--- config.mk ---
export PLATFORM = sky130hd
export DESIGN_NAME = core_bus_arbiter
export DESIGN_NICKNAME = d
export VERILOG_FILES = /design/src/design/mp64_pkg.sv /design/src/design/core_bus_arbiter.sv
export VERILOG_INCLUDE_DIRS = /design/src /design/src/include
export SDC_FILE = /design/constraint.sdc
export NUM_CORES = 1
export LEC_CHECK = 0
export ABC_AREA = 0
export BUFFER_PORTS_ARGS = -buffer_cell sky130_fd_sc_hd__buf_2
export CAP_MARGIN = 40
export CORE_AREA = 10 10 291 293
export DETAILED_ROUTE_END_ITERATION = 10
export DIE_AREA = 0 0 301 303
export SETUP_SLACK_MARGIN = 0.3
export SYNTH_ARGS = -nofsm -noshare
export SYNTH_HDL_FRONTEND = slang
export SYNTH_SLANG_ARGS = --single-unit
--- constraint.sdc ---
create_clock -name sys_clk -period 2.5 [get_ports sys_clk]
set_clock_uncertainty 0.15 [all_clocks]
set_input_delay 0.5 -clock sys_clk [delete_from_list [all_inputs] [get_ports sys_clk]]
set_output_delay 0.5 -clock sys_clk [all_outputs]
set_load 0.005 [all_outputs]
--- src/include/mp64_defines.svh ---
/*
 Sizing and constant macros for the shared memory port.
 Changing MP64_NUM_CORES also requires MP64_CORE_ID_BITS to hold a core index.
 The top address bit selects the register region, so RAM space is half the map.
*/
`ifndef MP64_DEFINES_SVH
`define MP64_DEFINES_SVH

// ========================================
// Requesters
// ========================================
// Cores sharing the port
`define MP64_NUM_CORES       4
// Enough bits to name any core
`define MP64_CORE_ID_BITS    2

// ========================================
// Bus widths
// ========================================
`define MP64_DATA_BITS       64
// Word address, MSB picks RAM (0) or registers (1)
`define MP64_ADDR_BITS       11
// RAM index width, 1024 words
`define MP64_RAM_ADDR_BITS   10

// ========================================
// Register unit
// ========================================
// Hardware spinlocks
`define MP64_NUM_LOCKS       8
// "MP64" v2.1 identification word
`define MP64_SYSINFO_ID      64'h4D50_3634_0002_0001
// Offset of lock 0 inside the register region
`define MP64_LOCK_BASE       'h10

`endif

--- src/design/mp64_pkg.sv ---
/*
 Shared types for the multi-core memory port.
 Widths come from mp64_defines.svh, which must be on the include path.
*/
`include "mp64_defines.svh"

package mp64_pkg;

    // Requester index, also the spinlock owner tag
    typedef logic [`MP64_CORE_ID_BITS-1:0] core_id_t;

    // Data word on every port
    typedef logic [`MP64_DATA_BITS-1:0] word_t;

    // Word address, MSB is the region select
    typedef logic [`MP64_ADDR_BITS-1:0] addr_t;

    // Arbiter FSM, one access in flight at most
    typedef enum logic {
        ARB_IDLE = 1'b0,
        ARB_BUSY = 1'b1
    } arb_state_e;

    // Register unit decode of the low address bits
    typedef enum logic [2:0] {
        REG_ID         = 3'd0,
        REG_RAM_SIZE   = 3'd1,
        REG_CORE_COUNT = 3'd2,
        // Whole lock window at LOCK_BASE
        REG_LOCK       = 3'd3,
        // Unmapped, reads as zero
        REG_NONE       = 3'd4
    } reg_sel_e;

endpackage

--- src/design/core_bus_arbiter.sv ---
/*
 Round-robin arbiter for the cores in front of the RAM and the register unit.
 A grant is held until the selected target acks, one access at a time.
 Cores must hold req, addr, wen and wdata stable until their ack pulse.
 One idle edge separates consecutive accesses.
*/
`timescale 1ns/10ps
`include "mp64_defines.svh"

module core_bus_arbiter (
    input  logic                                       sys_clk,
    input  logic                                       sys_rst_n,

    // Core side, one slice per core
    input  logic [`MP64_NUM_CORES-1:0]                 core_req,
    input  mp64_pkg::addr_t [`MP64_NUM_CORES-1:0]      core_addr,
    input  logic [`MP64_NUM_CORES-1:0]                 core_wen,
    input  mp64_pkg::word_t [`MP64_NUM_CORES-1:0]      core_wdata,
    output mp64_pkg::word_t [`MP64_NUM_CORES-1:0]      core_rdata,
    output logic [`MP64_NUM_CORES-1:0]                 core_ack,

    // Target side, shared by both regions
    output logic                                       mem_req,
    output logic                                       reg_req,
    output mp64_pkg::addr_t                            addr,
    output logic                                       wen,
    output mp64_pkg::word_t                            wdata,
    output mp64_pkg::core_id_t                         requester_id,
    input  mp64_pkg::word_t                            mem_rdata,
    input  logic                                       mem_ack,
    input  mp64_pkg::word_t                            reg_rdata,
    input  logic                                       reg_ack
);

    import mp64_pkg::*;

    // ========================================
    // State
    // ========================================
    arb_state_e state_q;
    // Core currently owning the port
    core_id_t   grant_q;
    // Core served last, lowest priority next round
    core_id_t   last_grant_q;

    // Round-robin search result
    logic       found;
    core_id_t   next_grant;
    core_id_t   cand;

    // Region of the granted access
    logic       reg_region;
    logic       busy;
    logic       sel_ack;
    word_t      sel_rdata;
    logic [`MP64_NUM_CORES-1:0] winner;

    // ========================================
    // Round-robin search
    // ========================================
    // Scan upward from last_grant + 1 and wrap, last_grant itself comes last
    always_comb begin
        found      = 1'b0;
        next_grant = last_grant_q;
        cand       = last_grant_q;
        for (int unsigned step = 1; step <= `MP64_NUM_CORES; step++) begin
            cand = core_id_t'((last_grant_q + step) % `MP64_NUM_CORES);
            if (!found && core_req[cand]) begin
                found      = 1'b1;
                next_grant = cand;
            end
        end
    end

    // ========================================
    // Grant FSM
    // ========================================
    always_ff @(posedge sys_clk or negedge sys_rst_n) begin
        if (!sys_rst_n) begin
            state_q      <= ARB_IDLE;
            grant_q      <= '0;
            last_grant_q <= '0;
        end else begin
            case (state_q)
                ARB_IDLE: begin
                    // Grant registers here, target sees req next cycle
                    if (found) begin
                        grant_q <= next_grant;
                        state_q <= ARB_BUSY;
                    end
                end
                ARB_BUSY: begin
                    // Target ack closes the access
                    if (sel_ack) begin
                        state_q      <= ARB_IDLE;
                        last_grant_q <= grant_q;
                    end
                end
                default: state_q <= ARB_IDLE;
            endcase
        end
    end

    // ========================================
    // Request steering
    // ========================================
    assign busy         = (state_q == ARB_BUSY);
    // Winner's signals go to both targets, only one sees req
    assign addr         = core_addr[grant_q];
    assign wen          = core_wen[grant_q];
    assign wdata        = core_wdata[grant_q];
    assign requester_id = grant_q;

    // MSB of the word address picks the region
    assign reg_region   = addr[`MP64_ADDR_BITS-1];
    assign mem_req      = busy && !reg_region;
    assign reg_req      = busy && reg_region;

    // ========================================
    // Response return
    // ========================================
    // Only the addressed target may close the access
    assign sel_ack      = busy && (reg_region ? reg_ack : mem_ack);
    assign sel_rdata    = reg_region ? reg_rdata : mem_rdata;

    // Data and ack go to the granted core, others see zero
    always_comb begin
        for (int i = 0; i < `MP64_NUM_CORES; i++) begin
            winner[i]     = busy && (grant_q == core_id_t'(i));
            core_ack[i]   = winner[i] && sel_ack;
            core_rdata[i] = winner[i] ? sel_rdata : '0;
        end
    end

endmodule

==> flow_summary.ini, run 1 <==
[drt]
routedWlPerCell_um = 27.1
detail-route-antenna-nets = 0
vias = 8198
wirelength_um = 65000
firstDrtPassIters = 5
viasPerCell = 3.41
drt-initial-drc-count = 614
drc = 0

[run_status]
violations = negative setup slack
status = finished, violations left

[floorplan]
io_pins = 780
rows = 103
core_area_um2 = 78600
die_area_um2 = 91200
initial_core_util = 0.0544
die_w_um = 301
die_h_um = 303

[clock_tree]
cts_tree = built
insertion_delay_ps = 230
cts.sink_count = 5
cts.htree.levels = 1
root_buffer = clkbuf_16
cts.clk_slew.worst_paths_ps = 30
cts_made_buffers = 3
clockBufferDepth = 2

[placed_design]
port-buffer-count = 779
gp_congestion = 0.873
hpwl_um = 54700

[worst_setup_path]
path_class = reg2out
critPathMaxFanout = 8
path_buf_inv = 5
critPathArrivalTime_ps = 2560
cp_cell_sequence = mux4_4 -> buf_12 -> buf_16 -> buf_16 -> mux2i_4 -> buf_12 -> nor2_1 -> buf_2
crit_path_start_kind = register
critPathMaxStageDelay_ps = 720
cp_data_required_time_ps = 1850
crit_family = multiplexers
critPathSlowestCell = mux4_4
end_kind = output pin

[power_and_ir_drop]
fin_total_pwr_mw = 12.8
peakVddDrop_v = 0.000477
power_density_nw_per_um2 = 1080
leakage_nw = 5.80

[synthesis]
ys_types = 28
yosysWarningCount = 0
synth_fp_nets = 929
synth_seq_cells = 5
synth_top_area_cell = mux4_2
synth_top_area_frac = 0.400
synthCells = 489
synth_area_leaders = mux4_2, nor2_1, mux2i_4, mux2i_1, clkbuf_1
syn_area_um2 = 4280
avgSynthCellArea_um2 = 8.75
synth-seq-area-share = 0.0292

[global_routing]
grt_start_max_net_pins = 56
grt_pass1_wl_um = 79500
gr-total-overflow = 0
track_usage = 0.127
antenna_found_initial = 58
grt_pass1_vias = 8562

[timing]
finalSetupViolations = 340
finalHoldViolCount = 0
fin_crit_sh = 1.28
finalMaxSlewViolations = 0
slew_headroom = 0.529
fmax_mhz = 311
grt_setup_unrepaired = yes
worst_pin_slew_ps = 707
fin_crit_ps = 3210
setup_ws_ps = -711
fin_tns_setup_ps = -159020

[flow_run]
cap_viol_max_count = 0

[final_layout]
utilization = 0.151
area_growth_pct = 177
final_layout_size_suffix_gt1_frac = 0.840
fin_nets = 1775

[worst_hold_path]
min_path_type = reg2reg
routing by layer:
layer | track usage | wire length (um)
met1 | 0.150 | 24800
met2 | 0.218 | 31200
met3 | 0.0525 | 7560
met4 | 0.0174 | 1090
met5 | 0 | 345
synth_stat cells, drive strengths merged:
cell type / number
dfrtp: 5
o31ai: 1
nor4: 1
a21oi: 1
or3: 1
a22oi: 1
and2: 1
o221ai: 1
o21ai: 1
clkbuf: 35
nand3: 1
nand3b: 3
a32o: 1
mux2: 4
inv: 2
mux2i: 68
nor2: 264
mux4: 76
buf: 20
nand2: 2
power breakdown:
part / switching (mW) / internal [mW] / leakage, nW
sequential: 0.0976 / 0.133 / 0.0571
clock: 0.0507 / 0.211 / 0.0383
combinational: 6.08 / 6.23 / 5.70
total: 6.23 / 6.57 / 5.80
cell usage in the layout (no fill, tap or decap), types with 3 or more instances in the layout:
master,instances
nor2_2,41
clkbuf_16,11
nand3b_1,3
buf_4,36
diode_2,17
buf_6,45
buf_8,6
buf_16,12
mux2i_2,20
nor2_4,32
mux4_2,75
mux2i_4,43
dfrtp_1,3
buf_2,762
nor2_1,191
mux2i_1,5
buf_12,26
cell families (layout without fill, tap and decap cells):
group,count (synthesis),count (layout),share of synthesized area
AO/OA/AOI/OAI,6,6,0.0102
buffers and inverters,57,902,0.0666
flip-flops,5,5,0.0292
multiplexers,148,148,0.649
other,0,17,0
AND/OR/NAND/NOR,273,273,0.245
repair_timing:
item | in CTS | in global routing
endpoints found under the setup margin | 342 | 342
resized for setup | 88 | 133
pin swaps | 13 | 29
cloned | 8 | 9
hold endpoints to repair | 5 | 0
hold buffers | 1 | 0
setup buffers | 11 | 11
sequential cells by signal (all words and copies together) (netlist names):
register and count:
requester_id 2, last_grant_q 2, busy 1
stage by stage:
step	std cells	hold WS, ps	area (um^2)	setup WS (ps)
5_1_grt	2385	469	11800	-769
3_3_place_gp	2340	168	10200	-561
3_5_place_dp	2340	172	10200	-557
6_report	2401	434	11800	-711
4_1_cts	2364	429	11000	-725
2_1_floorplan	489	54.4	4430	122
worst paths after layout:
path / startpoint / end / slack (ps) / cells past startpoint
hold / removal: last_grant_q[0] / last_grant_q[0] / 430 / 1
max in group asynchronous: sys_rst_n / requester_id[0] / 1570 / 2
setup / recovery: requester_id[0] / core_rdata[241] / -710 / 8
hold reg to reg: last_grant_q[0] / last_grant_q[0] / 430 / 1
min in group asynchronous: sys_rst_n / requester_id[1] / 490 / 2
setup reg to reg: requester_id[0] / last_grant_q[1] / -310 / 8
cell type report:
cell class	instances	area, um^2
Antenna cell	17	42.5
Fill cell	8880	66800
Inverter	2	7.51
Timing Repair Buffer	896	5740
Clock buffer	4	78.8
Multi-Input combinational cell	427	4530
Sequential cell	5	133
Tap cell	1050	1310
(Power assumes the default switching activity.)
==> inputs of run 2 (changes only) <==
==> constraint.sdc (replaced) <==
create_clock -name sys_clk -period 2.5 [get_ports sys_clk]
set_clock_uncertainty 0.15 [all_clocks]
set_input_delay 0.25 -clock sys_clk [delete_from_list [all_inputs] [get_ports sys_clk]]
set_output_delay 0.25 -clock sys_clk [all_outputs]
set_load 0.005 [all_outputs]
==> flow_summary.ini, run 2 (synthesized netlist as in run 1, its figures left out) <==
[worst_setup_path]
end_kind = output pin
path_class = reg2out
r2r-start = requester_id[0]
critPathMaxFanout = 22
critPathArrivalTime_ps = 2440
crit_path_start_kind = register
cp_data_required_time_ps = 2100
r2r_setup_slack_ps = -80
rr_endpoint = last_grant_q[1]
rr_worst_depth = 7

[global_routing]
gr-total-overflow = 0
antenna_found_initial = 63
track_usage = 0.124
grt_start_max_net_pins = 66
grt_pass1_vias = 8266
grt_pass1_wl_um = 76500

[drt]
drt-initial-drc-count = 526
detail-route-antenna-nets = 0
wirelength_um = 62100
viasPerCell = 3.39
drc = 0
vias = 8072
routedWlPerCell_um = 26.0
firstDrtPassIters = 5

[timing]
worst_pin_slew_ps = 659
finalHoldViolCount = 0
fin_crit_sh = 1.14
fin_crit_ps = 2840
setup_ws_ps = -339
grt_setup_unrepaired = yes
finalMaxSlewViolations = 0
fmax_mhz = 352
fin_tns_setup_ps = -63790
finalSetupViolations = 281
slew_headroom = 0.548

[floorplan]
rows = 103
die_w_um = 301
io_pins = 780
core_area_um2 = 78600
die_area_um2 = 91200
die_h_um = 303
initial_core_util = 0.0544

[flow_run]
cap_viol_max_count = 0

[final_layout]
final_common_cell = buf_2
fillers = 8937
final_cell_mix = buf_2, nor2_1, mux4_2, buf_6, mux2i_4
area_growth_pct = 173
fin_nets = 1758
final_layout_size_suffix_gt1_frac = 0.822
final_cell_area_um2 = 11700

[power_and_ir_drop]
peakVddDrop_v = 0.000612
leakage_nw = 5.71
power_density_nw_per_um2 = 1070

[clock_tree]
root_buffer = clkbuf_16
cts_made_buffers = 3
cts.sink_count = 5
cts.clk_slew.worst_paths_ps = 40
clockBufferDepth = 2
insertion_delay_ps = 240
cts_tree = built
cts.htree.levels = 1

[worst_hold_path]
min_path_type = in2reg
min_to = busy
worstHoldStart = core_req[2]
whs_path_depth = 3

[run_status]
status = finished, violations left
violations = negative setup slack

[placed_design]
hpwl_um = 53900
placed_area_um2 = 9870
port-buffer-count = 779
gp_congestion = 0.871
## run 2: changes by cell type in the layout (fill, tap and decap cells not counted), moves of 6 or more
cell	before	now
clkbuf_16	11	5
nor2_4	32	38
nor2_2	41	26
buf_6	45	52
nor2_1	191	200
mux2i_4	43	51
mux2i_2	20	2
mux2i_1	5	15
buf_12	26	20
buf_4	36	24
## run 2: routing by layer
layer	part of all wire	vias up	global-route usage	routed length, um
met5	0.0060	-	0	375
met2	0.46	669	0.208	28900
li1	-	3437	-	-
met4	0.021	58	0.0200	1300
met1	0.39	3773	0.147	24400
met3	0.11	135	0.0527	7100
## run 2: how the worst max path moves through the flow
stage	startpoint	end	slack (ps)	depth (start not counted)
5_1_grt	requester_id[0]	core_rdata[0]	-410	9
6_report	requester_id[0]	core_rdata[21]	-340	7
3_5_place_dp	requester_id[0]	core_rdata[93]	-210	7
2_1_floorplan	requester_id[0]	core_rdata[101]	350	7
4_1_cts	requester_id[0]	core_rdata[10]	-310	9
3_3_place_gp	requester_id[0]	core_rdata[35]	-180	7
## run 2: cell type report
class / count / area (um^2) / share of cell area
Antenna cell: 16 / 40.0 / 0.00343
Inverter: 2 / 7.51 / 0.000643
Clock buffer: 3 / 75.1 / 0.00643
Multi-Input combinational cell: 427 / 4560 / 0.390
Tap cell: 1050 / 1310 / 0.112
Timing Repair Buffer: 879 / 5550 / 0.475
Clock inverter: 1 / 5.00 / 0.000428
Sequential cell: 5 / 133 / 0.0114
## run 2: metrics by stage
stage | setup WS (ps) | cells | hold WS [ps] | utilization | total power [mW]
global placement | -185 | 2325 | -17.1 | 0.126 | 9.53
finish | -339 | 2383 | 197 | 0.149 | 12.5
global route | -413 | 2369 | 224 | 0.148 | 13.2
detailed placement | -212 | 2325 | -18.0 | 0.126 | 9.59
floorplan | 346 | 489 | -196 | - | 4.71
CTS | -315 | 2354 | 194 | 0.140 | 11.8
## run 2: power breakdown
| part | internal (mW) | total (mW) | leakage, nW | switching (mW) |
|---|---|---|---|---|
| clock network | 0.212 | 0.291 | 0.0410 | 0.0791 |
| logic | 6.00 | 12.0 | 5.62 | 5.96 |
| registers | 0.132 | 0.207 | 0.0571 | 0.0747 |
## run 2: worst max-delay path, cell delays in order (launching register included)
cell     delay, ps
dfrtp_4        410
mux4_4         650
buf_12         180
buf_8          190
mux2i_4        250
buf_6          160
nor2_1         110
buf_4          160
## run 2: timing repair
item                       CTS  global route
hold buffers                 1             0
gates resized for setup    124           132
pin swaps                   84            25
setup buffers               16            10
cloned                       8             3
hold endpoints to repair     5             0
setup endpoints to repair  341           335
