**src/include/mp64_defines.svh**
```systemverilog
/*
 Sizing and constant macros for the shared memory port.
 Changing MP64_NUM_CORES also requires MP64_CORE_ID_BITS to hold a core index.
 The top address bit selects the register region, so RAM space is half the map.
*/
`ifndef MP64_DEFINES_SVH
`define MP64_DEFINES_SVH

// ========================================
// Requesters
// ========================================
// Cores sharing the port
`define MP64_NUM_CORES       4
// Enough bits to name any core
`define MP64_CORE_ID_BITS    2

// ========================================
// Bus widths
// ========================================
`define MP64_DATA_BITS       64
// Word address, MSB picks RAM (0) or registers (1)
`define MP64_ADDR_BITS       11
// RAM index width, 1024 words
`define MP64_RAM_ADDR_BITS   10

// ========================================
// Register unit
// ========================================
// Hardware spinlocks
`define MP64_NUM_LOCKS       8
// "MP64" v2.1 identification word
`define MP64_SYSINFO_ID      64'h4D50_3634_0002_0001
// Offset of lock 0 inside the register region
`define MP64_LOCK_BASE       'h10

`endif

```
**src/design/mp64_pkg.sv**
```systemverilog
/*
 Shared types for the multi-core memory port.
 Widths come from mp64_defines.svh, which must be on the include path.
*/
`include "mp64_defines.svh"

package mp64_pkg;

    // Requester index, also the spinlock owner tag
    typedef logic [`MP64_CORE_ID_BITS-1:0] core_id_t;

    // Data word on every port
    typedef logic [`MP64_DATA_BITS-1:0] word_t;

    // Word address, MSB is the region select
    typedef logic [`MP64_ADDR_BITS-1:0] addr_t;

    // Arbiter FSM, one access in flight at most
    typedef enum logic {
        ARB_IDLE = 1'b0,
        ARB_BUSY = 1'b1
    } arb_state_e;

    // Register unit decode of the low address bits
    typedef enum logic [2:0] {
        REG_ID         = 3'd0,
        REG_RAM_SIZE   = 3'd1,
        REG_CORE_COUNT = 3'd2,
        // Whole lock window at LOCK_BASE
        REG_LOCK       = 3'd3,
        // Unmapped, reads as zero
        REG_NONE       = 3'd4
    } reg_sel_e;

endpackage

```
**src/design/lock_regs.sv**
```systemverilog
/*
 System information registers and owner-tracked hardware spinlocks.
 Register writes ignore wdata, a lock write only releases when sent by its owner.
 Lock read returns 0 when acquired, 1 when already held.
 Ack comes one cycle after req is seen.
*/
`timescale 1ns/10ps
`include "mp64_defines.svh"

module lock_regs (
    input  logic                  sys_clk,
    input  logic                  sys_rst_n,
    input  logic                  req,
    input  mp64_pkg::addr_t       addr,
    input  logic                  wen,
    input  mp64_pkg::word_t       wdata,
    input  mp64_pkg::core_id_t    requester_id,
    output mp64_pkg::word_t       rdata,
    output logic                  ack
);

    import mp64_pkg::*;

    localparam int unsigned LOCK_IDX_BITS = $clog2(`MP64_NUM_LOCKS);
    // 1024 words of 8 bytes
    localparam word_t RAM_SIZE_BYTES =
        word_t'((1 << `MP64_RAM_ADDR_BITS) * (`MP64_DATA_BITS / 8));

    logic [`MP64_ADDR_BITS-2:0]      offset;
    reg_sel_e                        sel;
    logic [LOCK_IDX_BITS-1:0]        lock_idx;
    logic                            access;
    logic                            acquire;
    logic                            release_lock;
    logic                            ack_q;
    word_t                           rdata_q;
    word_t                           read_value;
    logic [`MP64_NUM_LOCKS-1:0]      lock_held_q;
    core_id_t                        lock_owner_q [`MP64_NUM_LOCKS];

    // ========================================
    // Address decode
    // ========================================
    function automatic reg_sel_e decode_sel(input logic [`MP64_ADDR_BITS-2:0] off);
        reg_sel_e s;
        if (off == 0) begin
            s = REG_ID;
        end else if (off == 1) begin
            s = REG_RAM_SIZE;
        end else if (off == 2) begin
            s = REG_CORE_COUNT;
        end else if (off >= `MP64_LOCK_BASE && off < `MP64_LOCK_BASE + `MP64_NUM_LOCKS) begin
            s = REG_LOCK;
        end else begin
            s = REG_NONE;
        end
        return s;
    endfunction

    assign offset   = addr[`MP64_ADDR_BITS-2:0];
    assign sel      = decode_sel(offset);
    // Only meaningful when sel is REG_LOCK
    assign lock_idx = LOCK_IDX_BITS'(offset - `MP64_LOCK_BASE);
    assign access   = req && !ack_q;

    // ========================================
    // Spinlock control
    // ========================================
    // Test-and-set on read
    assign acquire      = access && (sel == REG_LOCK) && !wen && !lock_held_q[lock_idx];
    // Release only by the current owner, data ignored
    assign release_lock = access && (sel == REG_LOCK) && wen && lock_held_q[lock_idx]
                          && (lock_owner_q[lock_idx] == requester_id);

    always_ff @(posedge sys_clk or negedge sys_rst_n) begin
        if (!sys_rst_n) begin
            ack_q       <= 1'b0;
            lock_held_q <= '0;
        end else begin
            ack_q <= access;
            if (acquire) begin
                lock_held_q[lock_idx] <= 1'b1;
            end else if (release_lock) begin
                lock_held_q[lock_idx] <= 1'b0;
            end
        end
    end

    // ========================================
    // Read data
    // ========================================
    always_comb begin
        case (sel)
            REG_ID:         read_value = `MP64_SYSINFO_ID;
            REG_RAM_SIZE:   read_value = RAM_SIZE_BYTES;
            REG_CORE_COUNT: read_value = word_t'(`MP64_NUM_CORES);
            // Old held bit, so the winner of a free lock sees 0
            REG_LOCK:       read_value = word_t'(lock_held_q[lock_idx]);
            default:        read_value = '0;
        endcase
    end

    // Owner tag and read register, valid only alongside held bit and ack
    always_ff @(posedge sys_clk) begin
        if (acquire) begin
            lock_owner_q[lock_idx] <= requester_id;
        end
        if (access && !wen) begin
            rdata_q <= read_value;
        end
    end

    assign rdata = rdata_q;
    assign ack   = ack_q;

endmodule

```
**config.mk**
```make
export PLATFORM = sky130hd
export DESIGN_NAME = lock_regs
export DESIGN_NICKNAME = d
export VERILOG_FILES = /design/src/design/mp64_pkg.sv /design/src/design/lock_regs.sv
export VERILOG_INCLUDE_DIRS = /design/src /design/src/include
export SDC_FILE = /design/constraint.sdc
export NUM_CORES = 1
export LEC_CHECK = 0
export BUFFER_PORTS_ARGS = -buffer_cell sky130_fd_sc_hd__clkbuf_2
export CAP_MARGIN = 20
export CORE_ASPECT_RATIO = 1.2
export CORE_MARGIN = 5
export CORE_UTILIZATION = 36
export CTS_CLUSTER_DIAMETER = 100
export CTS_CLUSTER_SIZE = 30
export DETAILED_ROUTE_END_ITERATION = 12
export HOLD_SLACK_MARGIN = 0.05
export PLACE_DENSITY = 0.79
export SETUP_SLACK_MARGIN = 0.15
export SLEW_MARGIN = 10
export SYNTH_ARGS = -nofsm -noshare
export SYNTH_HDL_FRONTEND = slang
export SYNTH_SLANG_ARGS = --single-unit
```
**constraint.sdc**
```tcl
create_clock -name sys_clk -period 2.2 [get_ports sys_clk]
set_clock_uncertainty 0.2 [all_clocks]
set_input_delay 0.33 -clock sys_clk [delete_from_list [all_inputs] [get_ports sys_clk]]
set_output_delay 0.33 -clock sys_clk [all_outputs]
set_load 0.005 [all_outputs]
```
==> results.json, run 1 <==
{
  "status": "complete, no violations",
  "setup_ws_ns": 0.08901,
  "grt_pass1_wl_um": 4912,
  "final_common_cell": "conb_1",
  "hpwl_um": 2733,
  "end_kind": "register",
  "swShare_pct": 25.33,
  "area_delta_synth_final_pct": 17.60,
  "power.net_switching_mw": 0.2975,
  "grt_antenna_before_repair": 0,
  "yosys_most_used_dff": "edfxtp_1",
  "synth_async_sr_flop_share_pct": 31.03,
  "worstPathMaxFanout": 4,
  "leakage_nw": 0.9853,
  "cpMaxStageDelayCell": "dfrtp_1",
  "grt_max_degree": 15,
  "syn-cell-area_um2": 1848,
  "synth_cells": 168,
  "dieArea_um2": 6672,
  "synth-seq-cells": 29,
  "p_int_mw": 0.8771,
  "cts_num_sinks": 29,
  "yosysWarnings": 0,
  "root_buffer": "clkbuf_8",
  "grt_overflow_total": 0,
  "numCtsBuffers": 5,
  "avgSynthCellArea_um2": 11.00,
  "comb_power_share_pct": 14.2,
  "io_pins": 146,
  "cts_tree": "built",
  "startpoint_type": "register",
  "max_stage_delay_ns": 0.40,
  "die_h_um": 88.49,
  "core_area_um2": 4975,
  "place_congestion": 0.7872,
  "power_density_nw_per_um2": 540.5,
  "placed_area_um2": 1957,
  "whs_ns": 0.1810,
  "n_antenna_cell": 0,
  "wl_per_cell_um": 12.86,
  "drive_gt1_share_pct": 42.25,
  "portBuffers": 33,
  "placed_cells": 261,
  "hold_viol_final": 0,
  "start_util_pct": 37.15,
  "hp-start": "requester_id[0]",
  "crit_path_cell_trace": "mux2_4, a32o_2, a211oi_4, and2_4, and3_4",
  "final_util_pct": 43.69,
  "die_w_um": 75.41,
  "fin_area_um2": 2173,
  "drtIter0Drc": 51,
  "nets": 293,
  "drv_slew": 0,
  "required_ns": 2.00,
  "synth-edff-count": 20,
  "power_frac_seq_pct": 50.3,
  "ant_nets": 0,
  "grtUsageTotal_pct": 10.07,
  "max_freq_mhz": 473.7,
  "htree_levels": 2,
  "yosysUniqueCellTypes": 34,
  "clk_pin_slew_worst_paths_ns": 0.06,
  "synth_seq_area_share_pct": 44.69,
  "vias": 1179,
  "final_cell_mix": "47 x conb_1, 32 x clkbuf_2, 20 x edfxtp_1",
  "finalCritPeriodShare_pct": 95.95,
  "ir_drop_mv": 0.3977,
  "pwr-share-clk_pct": 35.5,
  "num_rows": 28,
  "rsz0062_at_grt": "yes",
  "place_ws_ns": -0.1340,
  "hold_class": "input pin to register",
  "insertion_delay_ns": 0.28,
  "vias_per_cell": 4.319,
  "routed_wl_um": 3512,
  "maxCapViolCount": 0,
  "setup-violations-final": 0,
  "critical_path_arrival_ns": 1.91,
  "remaining_drc_errors": 0,
  "stdcell_count": 273,
  "finalCriticalPeriod_ns": 2.111,
  "path_class": "register to register",
  "drtPass1Iterations": 4,
  "cts_buffer_depth": 2,
  "grt_pass1_vias": 1048
}
[cell families after synthesis]
kind of cell	after synthesis	synth area share [%]
AO/OA/AOI/OAI	15	6.499
other	1	0.2029
buffers and inverters	69	26.74
flip-flops	29	44.69
multiplexers	11	9.208
XOR/XNOR	2	0.9480
AND/OR/NAND/NOR	41	11.71
[through the flow]
| step | total power [mW] | setup TNS, ns |
|---|---|---|
| after floorplan | 0.7526 | -0.1227 |
| after global placement | 0.7398 | -0.4792 |
| after detailed placement | 0.7422 | -1.016 |
| after CTS | 1.170 | 0 |
| after global routing | 1.219 | 0 |
| final | 1.175 | 0 |
[power groups by stage]
| stage | Sequential (mW) | Combinational [mW] | Clock, mW |
|---|---|---|---|
| 2_1_floorplan | 0.602 | 0.150 | 0 |
| 3_3_place_gp | 0.601 | 0.138 | 0 |
| 3_5_place_dp | 0.602 | 0.141 | 0 |
| 4_1_cts | 0.591 | 0.155 | 0.424 |
| 5_1_grt | 0.591 | 0.184 | 0.444 |
| 6_report | 0.591 | 0.167 | 0.417 |
[worst paths after layout]
| check | slack, ns | endpoint | cells past startpoint |
|---|---|---|---|
| worst max-delay path | 0.09 | lock_owner_q[6][1]$_DFFE_PP_ | 5 |
| worst min-delay path | 0.18 | lock_owner_q[1][0]$_DFFE_PP_ | 1 |
| worst max register to register | 0.09 | lock_owner_q[6][1]$_DFFE_PP_ | 5 |
| worst min register to register | 0.32 | register | 2 |
| max in group asynchronous | 1.40 | async pin | 2 |
| min in group asynchronous | 0.22 | async pin | 2 |
[cells in the mapped netlist, types with 2 or more instances]
master / number / area (um^2)
mux2_2: 2 / 22.52
mux4_1: 2 / 52.55
a21oi_1: 3 / 15.01
mux2i_1: 5 / 50.05
nand2_1: 11 / 41.29
and2_1: 3 / 18.77
nor2_1: 8 / 30.03
inv_1: 5 / 18.77
buf_4: 60 / 450.4
xnor2_1: 2 / 17.52
o211ai_1: 2 / 15.01
dfrtp_1: 9 / 225.2
mux4_2: 2 / 45.04
and3_1: 3 / 18.77
nor3_1: 7 / 35.03
a31oi_1: 4 / 25.02
edfxtp_1: 20 / 600.6
o221ai_1: 2 / 17.52
buf_2: 2 / 10.01
nor2b_1: 2 / 12.51
[layer usage]
layer	routed length, um	GRT usage, %	part of all wire (%)	up-vias
li1	-	-	-	566
met1	1322	11.43	38	552
met2	1817	16.65	52	53
met3	301	3.864	8.6	8
met4	71	4.452	2.0	0
met5	0	0	0	-
[critical path: cells and delay by family (launching register included)]
family	cells	cell delay (ns)
and+or+nand+nor	2	0.42
muxes	1	0.27
DFF	1	0.40
AOI/OAI and AO/OA	2	0.53
[final cells by class]
class                           count  area [um^2]
Sequential cell                    29        825.8
Timing Repair Buffer               55        347.8
Fill cell                         455         2801
Clock inverter                      2        10.01
Tap cell                           60        75.07
Clock buffer                        6        72.57
Inverter                            5        18.77
Multi-Input combinational cell    116        823.3
[repair_timing]
item                       in CTS  in global routing
setup endpoints to repair      17                 24
hold buffers                    1                  0
pin swaps                       1                  4
buffers inserted                1                  2
gates resized for setup         7                 16
hold endpoints to repair        9                  0
Power figures use the tool's default switching activity.
==> run 2, diff against run 1 <==
--- a/config.mk
+++ b/config.mk
@@ -15,7 +15,7 @@
 export CTS_CLUSTER_SIZE = 30
 export DETAILED_ROUTE_END_ITERATION = 12
 export HOLD_SLACK_MARGIN = 0.05
-export PLACE_DENSITY = 0.79
+export PLACE_DENSITY = 0.77
 export SETUP_SLACK_MARGIN = 0.15
 export SLEW_MARGIN = 10
 export SYNTH_ARGS = -nofsm -noshare
==> results.json, run 2 (same netlist as run 1, synthesis figures left out) <==
{
  "status": "complete, no violations",
  "dieArea_um2": 6672,
  "die_w_um": 75.41,
  "worstPathMaxFanout": 3,
  "leakage_nw": 1.002,
  "total_power_mw": 1.187,
  "grt_overflow_total": 0,
  "power.net_switching_mw": 0.3049,
  "end_kind": "register",
  "area_delta_synth_final_pct": 18.28,
  "grt_antenna_before_repair": 0,
  "drv_slew": 0,
  "portBuffers": 33,
  "crit_family": "compound AO/OA/AOI/OAI gates",
  "maxCapViolCount": 0,
  "grt_pass1_vias": 1080,
  "core_area_um2": 4975,
  "crit_buf_inv": 3,
  "start_util_pct": 37.15,
  "root_buffer": "clkbuf_8",
  "max_stage_delay_ns": 0.41,
  "n_antenna_cell": 0,
  "hpwl_um": 2798,
  "setup-violations-final": 0,
  "p_int_mw": 0.8823,
  "pwr-share-clk_pct": 35.4,
  "htree_levels": 2,
  "required_ns": 2.21,
  "cts_num_sinks": 29,
  "drive_gt1_share_pct": 39.25,
  "vias": 1193,
  "drtIter0Drc": 37,
  "grtUsageMet2_pct": 17.91,
  "final_cell_mix": "47 x conb_1, 33 x clkbuf_2, 20 x edfxtp_1",
  "busiest_layer": "met2",
  "cts_tree": "built",
  "numCtsBuffers": 5,
  "grtUsageTotal_pct": 9.821,
  "hold_viol_final": 0,
  "grt_max_degree": 15,
  "die_h_um": 88.49,
  "grt_pass1_wl_um": 4836,
  "power_frac_seq_pct": 49.8,
  "ir_drop_mv": 0.4358,
  "insertion_delay_ns": 0.28,
  "finalCritPeriodShare_pct": 95.43,
  "ant_nets": 0,
  "vias_per_cell": 4.354,
  "nets": 294,
  "clk_pin_slew_worst_paths_ns": 0.06,
  "drtPass1Iterations": 4,
  "path_class": "register to register",
  "multiInputGateArea_um2": 828.3,
  "critical_path_arrival_ns": 2.11,
  "io_pins": 146,
  "wl_per_cell_um": 13.32,
  "regToRegSetupSlack_ns": 0.10,
  "cpMaxStageDelayCell": "dfrtp_1",
  "remaining_drc_errors": 0,
  "startpoint_type": "register",
  "max_freq_mhz": 476.3,
  "cts_buffer_depth": 2,
  "fill_cells": 458,
  "use_met3_pct": 3.068,
  "comb_power_share_pct": 14.9,
  "grtUsageMet1_pct": 9.935,
  "hold_class": "input pin to register",
  "finalCriticalPeriod_ns": 2.100,
  "totalNegativeSetupSlack_ns": 0,
  "routed_wl_um": 3650,
  "num_rows": 28,
  "seq_area_um2": 825.8,
  "rsz0062_at_grt": "yes",
  "power_density_nw_per_um2": 543.1,
  "crit_path_cell_trace": "mux2_4, a32o_2, a211oi_4, buf_6, buf_4, buf_4, a41oi_1, a31oi_1",
  "place_congestion": 0.7862,
  "swShare_pct": 25.68,
  "final_common_cell": "conb_1",
  "cpMostUsedCell": "buf_4"
}
==> run 2: cell types whose count changed in the layout (fill, tap and decap cells not counted), moves of 2 or more <==
cell	before	now
mux4_1	0	2
a21oi_2	2	0
mux4_2	4	2
a21oi_1	1	3
xnor2_2	2	0
==> run 2: routing by layer <==
metal	vias to the layer above	share of wire [%]
met1	563	33
met4	0	2.1
li1	572	-
met2	51	57
met3	7	8.2
met5	-	0
==> run 2: timing repair <==
item                                   in CTS  in global routing
setup endpoints to repair                  16                 25
pin swaps                                   2                  5
hold buffers                                1                  0
endpoints found under the hold margin       9                  0
resized for setup                           5                 13
setup buffers                               0                  4
==> run 2: power by group through the flow <==
stage	logic [mW]	registers (mW)	clock network (mW)
3_3_place_gp	0.139	0.601	0
5_1_grt	0.194	0.591	0.445
4_1_cts	0.150	0.591	0.424
6_report	0.176	0.591	0.420
2_1_floorplan	0.150	0.602	0
3_5_place_dp	0.141	0.602	0
==> run 2: per-stage QoR <==
step                setup WS [ns]  instance area, um^2  cells  hold WS, ns  util, %
floorplan                -0.01337                 2072    214      -0.1656        -
global placement         -0.07661                 1957    261    -0.006145    39.34
detailed placement        -0.1028                 1957    261   -0.0003610    39.34
CTS                        0.1124                 2082    270       0.1530    41.85
global route              0.03710                 2186    274       0.1735    43.94
finish                     0.1004                 2186    274       0.1696    43.94
==> run 2: area by class of cell <==
type                            count  share of cell area (%)
Clock inverter                      2                  0.4579
Tap cell                           60                   3.434
Clock buffer                        6                   3.320
Sequential cell                    29                   37.78
Inverter                            5                  0.8586
Multi-Input combinational cell    116                   37.89
Timing Repair Buffer               56                   16.26
==> run 2: worst paths after layout <==
check,to,startpoint,cells past startpoint
max reg2reg,register,register,8
min,lock_owner_q[1][1]$_DFFE_PP_,requester_id[1],1
min reg2reg,register,register,2
max,register,register,8
min in group asynchronous,async pin,sys_rst_n,2
max in group asynchronous,async pin,sys_rst_n,2
==> run 3, diff against run 2 <==
--- a/config.mk
+++ b/config.mk
@@ -10,12 +10,12 @@
 export CAP_MARGIN = 20
 export CORE_ASPECT_RATIO = 1.2
 export CORE_MARGIN = 5
-export CORE_UTILIZATION = 36
+export CORE_UTILIZATION = 43
 export CTS_CLUSTER_DIAMETER = 100
 export CTS_CLUSTER_SIZE = 30
 export DETAILED_ROUTE_END_ITERATION = 12
 export HOLD_SLACK_MARGIN = 0.05
-export PLACE_DENSITY = 0.77
+export PLACE_DENSITY = 0.87
 export SETUP_SLACK_MARGIN = 0.15
 export SLEW_MARGIN = 10
 export SYNTH_ARGS = -nofsm -noshare
==> constraint.sdc (replaced) <==
create_clock -name sys_clk -period 2.51 [get_ports sys_clk]
set_clock_uncertainty 0.2 [all_clocks]
set_input_delay 0.3765 -clock sys_clk [delete_from_list [all_inputs] [get_ports sys_clk]]
set_output_delay 0.3765 -clock sys_clk [all_outputs]
set_load 0.005 [all_outputs]
==> results.json, run 3 (same netlist as run 1, synthesis figures left out) <==
{
  "vias": 1120,
  "seq_area_um2": 825.8,
  "area_delta_synth_final_pct": 4.942,
  "htree_levels": 2,
  "grt_pass1_wl_um": 4926,
  "start_util_pct": 44.04,
  "remaining_drc_errors": 0,
  "leakage_nw": 0.9003,
  "die_h_um": 81.82,
  "cts_tree": "built",
  "place_congestion": 0.8194,
  "status": "complete, no violations",
  "whs_ns": 0.1758,
  "finalCritPeriodShare_pct": 86.14,
  "worstPathMaxFanout": 8,
  "grt_max_degree": 15,
  "grtUsageTotal_pct": 11.32,
  "drv_slew": 0,
  "final_util_pct": 46.21,
  "timing.rr.end": "lock_owner_q[3][1]$_DFFE_PP_",
  "placed_cells": 248,
  "startpoint_type": "register",
  "hold_class": "input pin to register",
  "finalCriticalPeriod_ns": 2.162,
  "crit_path_cell_trace": "nor2b_1, nand2_1, nor3_1, nand2_2, nor3_1",
  "ant_nets": 0,
  "grt_overflow_total": 0,
  "num_rows": 26,
  "drive_gt1_share_pct": 27.36,
  "nets": 281,
  "end_kind": "register",
  "fin_area_um2": 1939,
  "totalNegativeSetupSlack_ns": 0,
  "placed_area_um2": 1848,
  "r2r_cells": 5,
  "grt_pass1_vias": 1119,
  "root_buffer": "clkbuf_8",
  "final_common_cell": "conb_1",
  "final_cell_mix": "47 x conb_1, 33 x clkbuf_2, 20 x edfxtp_1",
  "fill_cells": 397,
  "wl_per_cell_um": 12.53,
  "cpMaxStageDelayCell": "dfrtp_1",
  "stdcell_count": 257,
  "hp-start": "req",
  "required_ns": 2.26,
  "cts_resized": 0,
  "numCtsBuffers": 5,
  "drtIter0Drc": 42,
  "portBuffers": 33,
  "holdBufCountCts": 1,
  "r2r_start": "ack$_DFF_PN0_",
  "die_w_um": 69.85,
  "vias_per_cell": 4.358,
  "setup-violations-final": 0,
  "n_antenna_cell": 0,
  "multiInputGateArea_um2": 700.7,
  "cts_num_sinks": 29,
  "hold_viol_final": 0,
  "power_density_nw_per_um2": 506.8,
  "io_pins": 146,
  "hold_end": "ack$_DFF_PN0_",
  "maxCapViolCount": 0,
  "drtPass1Iterations": 4,
  "max_stage_delay_ns": 0.38,
  "cpMostUsedCell": "nor3_1",
  "core_area_um2": 4197,
  "max_freq_mhz": 462.5,
  "regToRegSetupSlack_ns": 0.35,
  "clk_pin_slew_worst_paths_ns": 0.06,
  "grt_antenna_before_repair": 0,
  "ir_drop_mv": 0.3506,
  "insertion_delay_ns": 0.28,
  "cts_buffer_depth": 2,
  "routed_wl_um": 3219,
  "whs_path_depth": 2,
  "cts_setup_buffers": 0,
  "path_class": "register to register",
  "rsz0062_at_grt": "no",
  "hpwl_um": 2649,
  "dieArea_um2": 5714,
  "critical_path_arrival_ns": 1.91
}
-- run 3: per-layer routing --
metal / vias to the layer above / part of all wire (%) / track usage (%)
li1: 542 / - / -
met2: 59 / 56 / 20.89
met3: 8 / 10 / 5.018
met5: - / 0 / 0
met4: 0 / 1.9 / 5.556
met1: 511 / 32 / 10.75
-- run 3: stage by stage --
step / power (mW) / setup WS [ns]
after CTS: 0.9943 / 0.3819
after global routing: 1.038 / 0.2311
after detailed placement: 0.6382 / 0.09589
after floorplan: 0.6553 / 0.2018
after global placement: 0.6353 / 0.1353
final: 0.9829 / 0.3479
-- run 3: power by group --
group,switching [mW],internal [mW],total (mW)
clock,0.165,0.186,0.351
sequential,0.00218,0.516,0.518
combinational,0.0719,0.0427,0.115
total,0.239,0.744,0.983
-- run 3: how the worst max path moves through the flow --
stage,from,endpoint,cells past startpoint
after floorplan,addr[1],lock_owner_q[3][0]$_DFFE_PP_,6
after global placement,addr[2],lock_owner_q[7][1]$_DFFE_PP_,6
after detailed placement,addr[2],lock_owner_q[7][1]$_DFFE_PP_,6
after CTS,register,lock_owner_q[7][1]$_DFFE_PP_,5
after global routing,ack$_DFF_PN0_,lock_owner_q[7][1]$_DFFE_PP_,5
final,ack$_DFF_PN0_,lock_owner_q[3][1]$_DFFE_PP_,5
-- run 3: layout make-up --
class / instances / area share (%)
Multi-Input combinational cell: 116 / 36.13
Tap cell: 56 / 3.613
Clock inverter: 3 / 0.6452
Clock buffer: 5 / 3.548
Timing Repair Buffer: 43 / 12.52
Sequential cell: 29 / 42.58
Inverter: 5 / 0.9677
-- run 3: worst max-delay path: cells and delay by family (launching register included) --
family	cells	cell delay (ns)
DFF	1	0.38
and+or+nand+nor	5	1.25
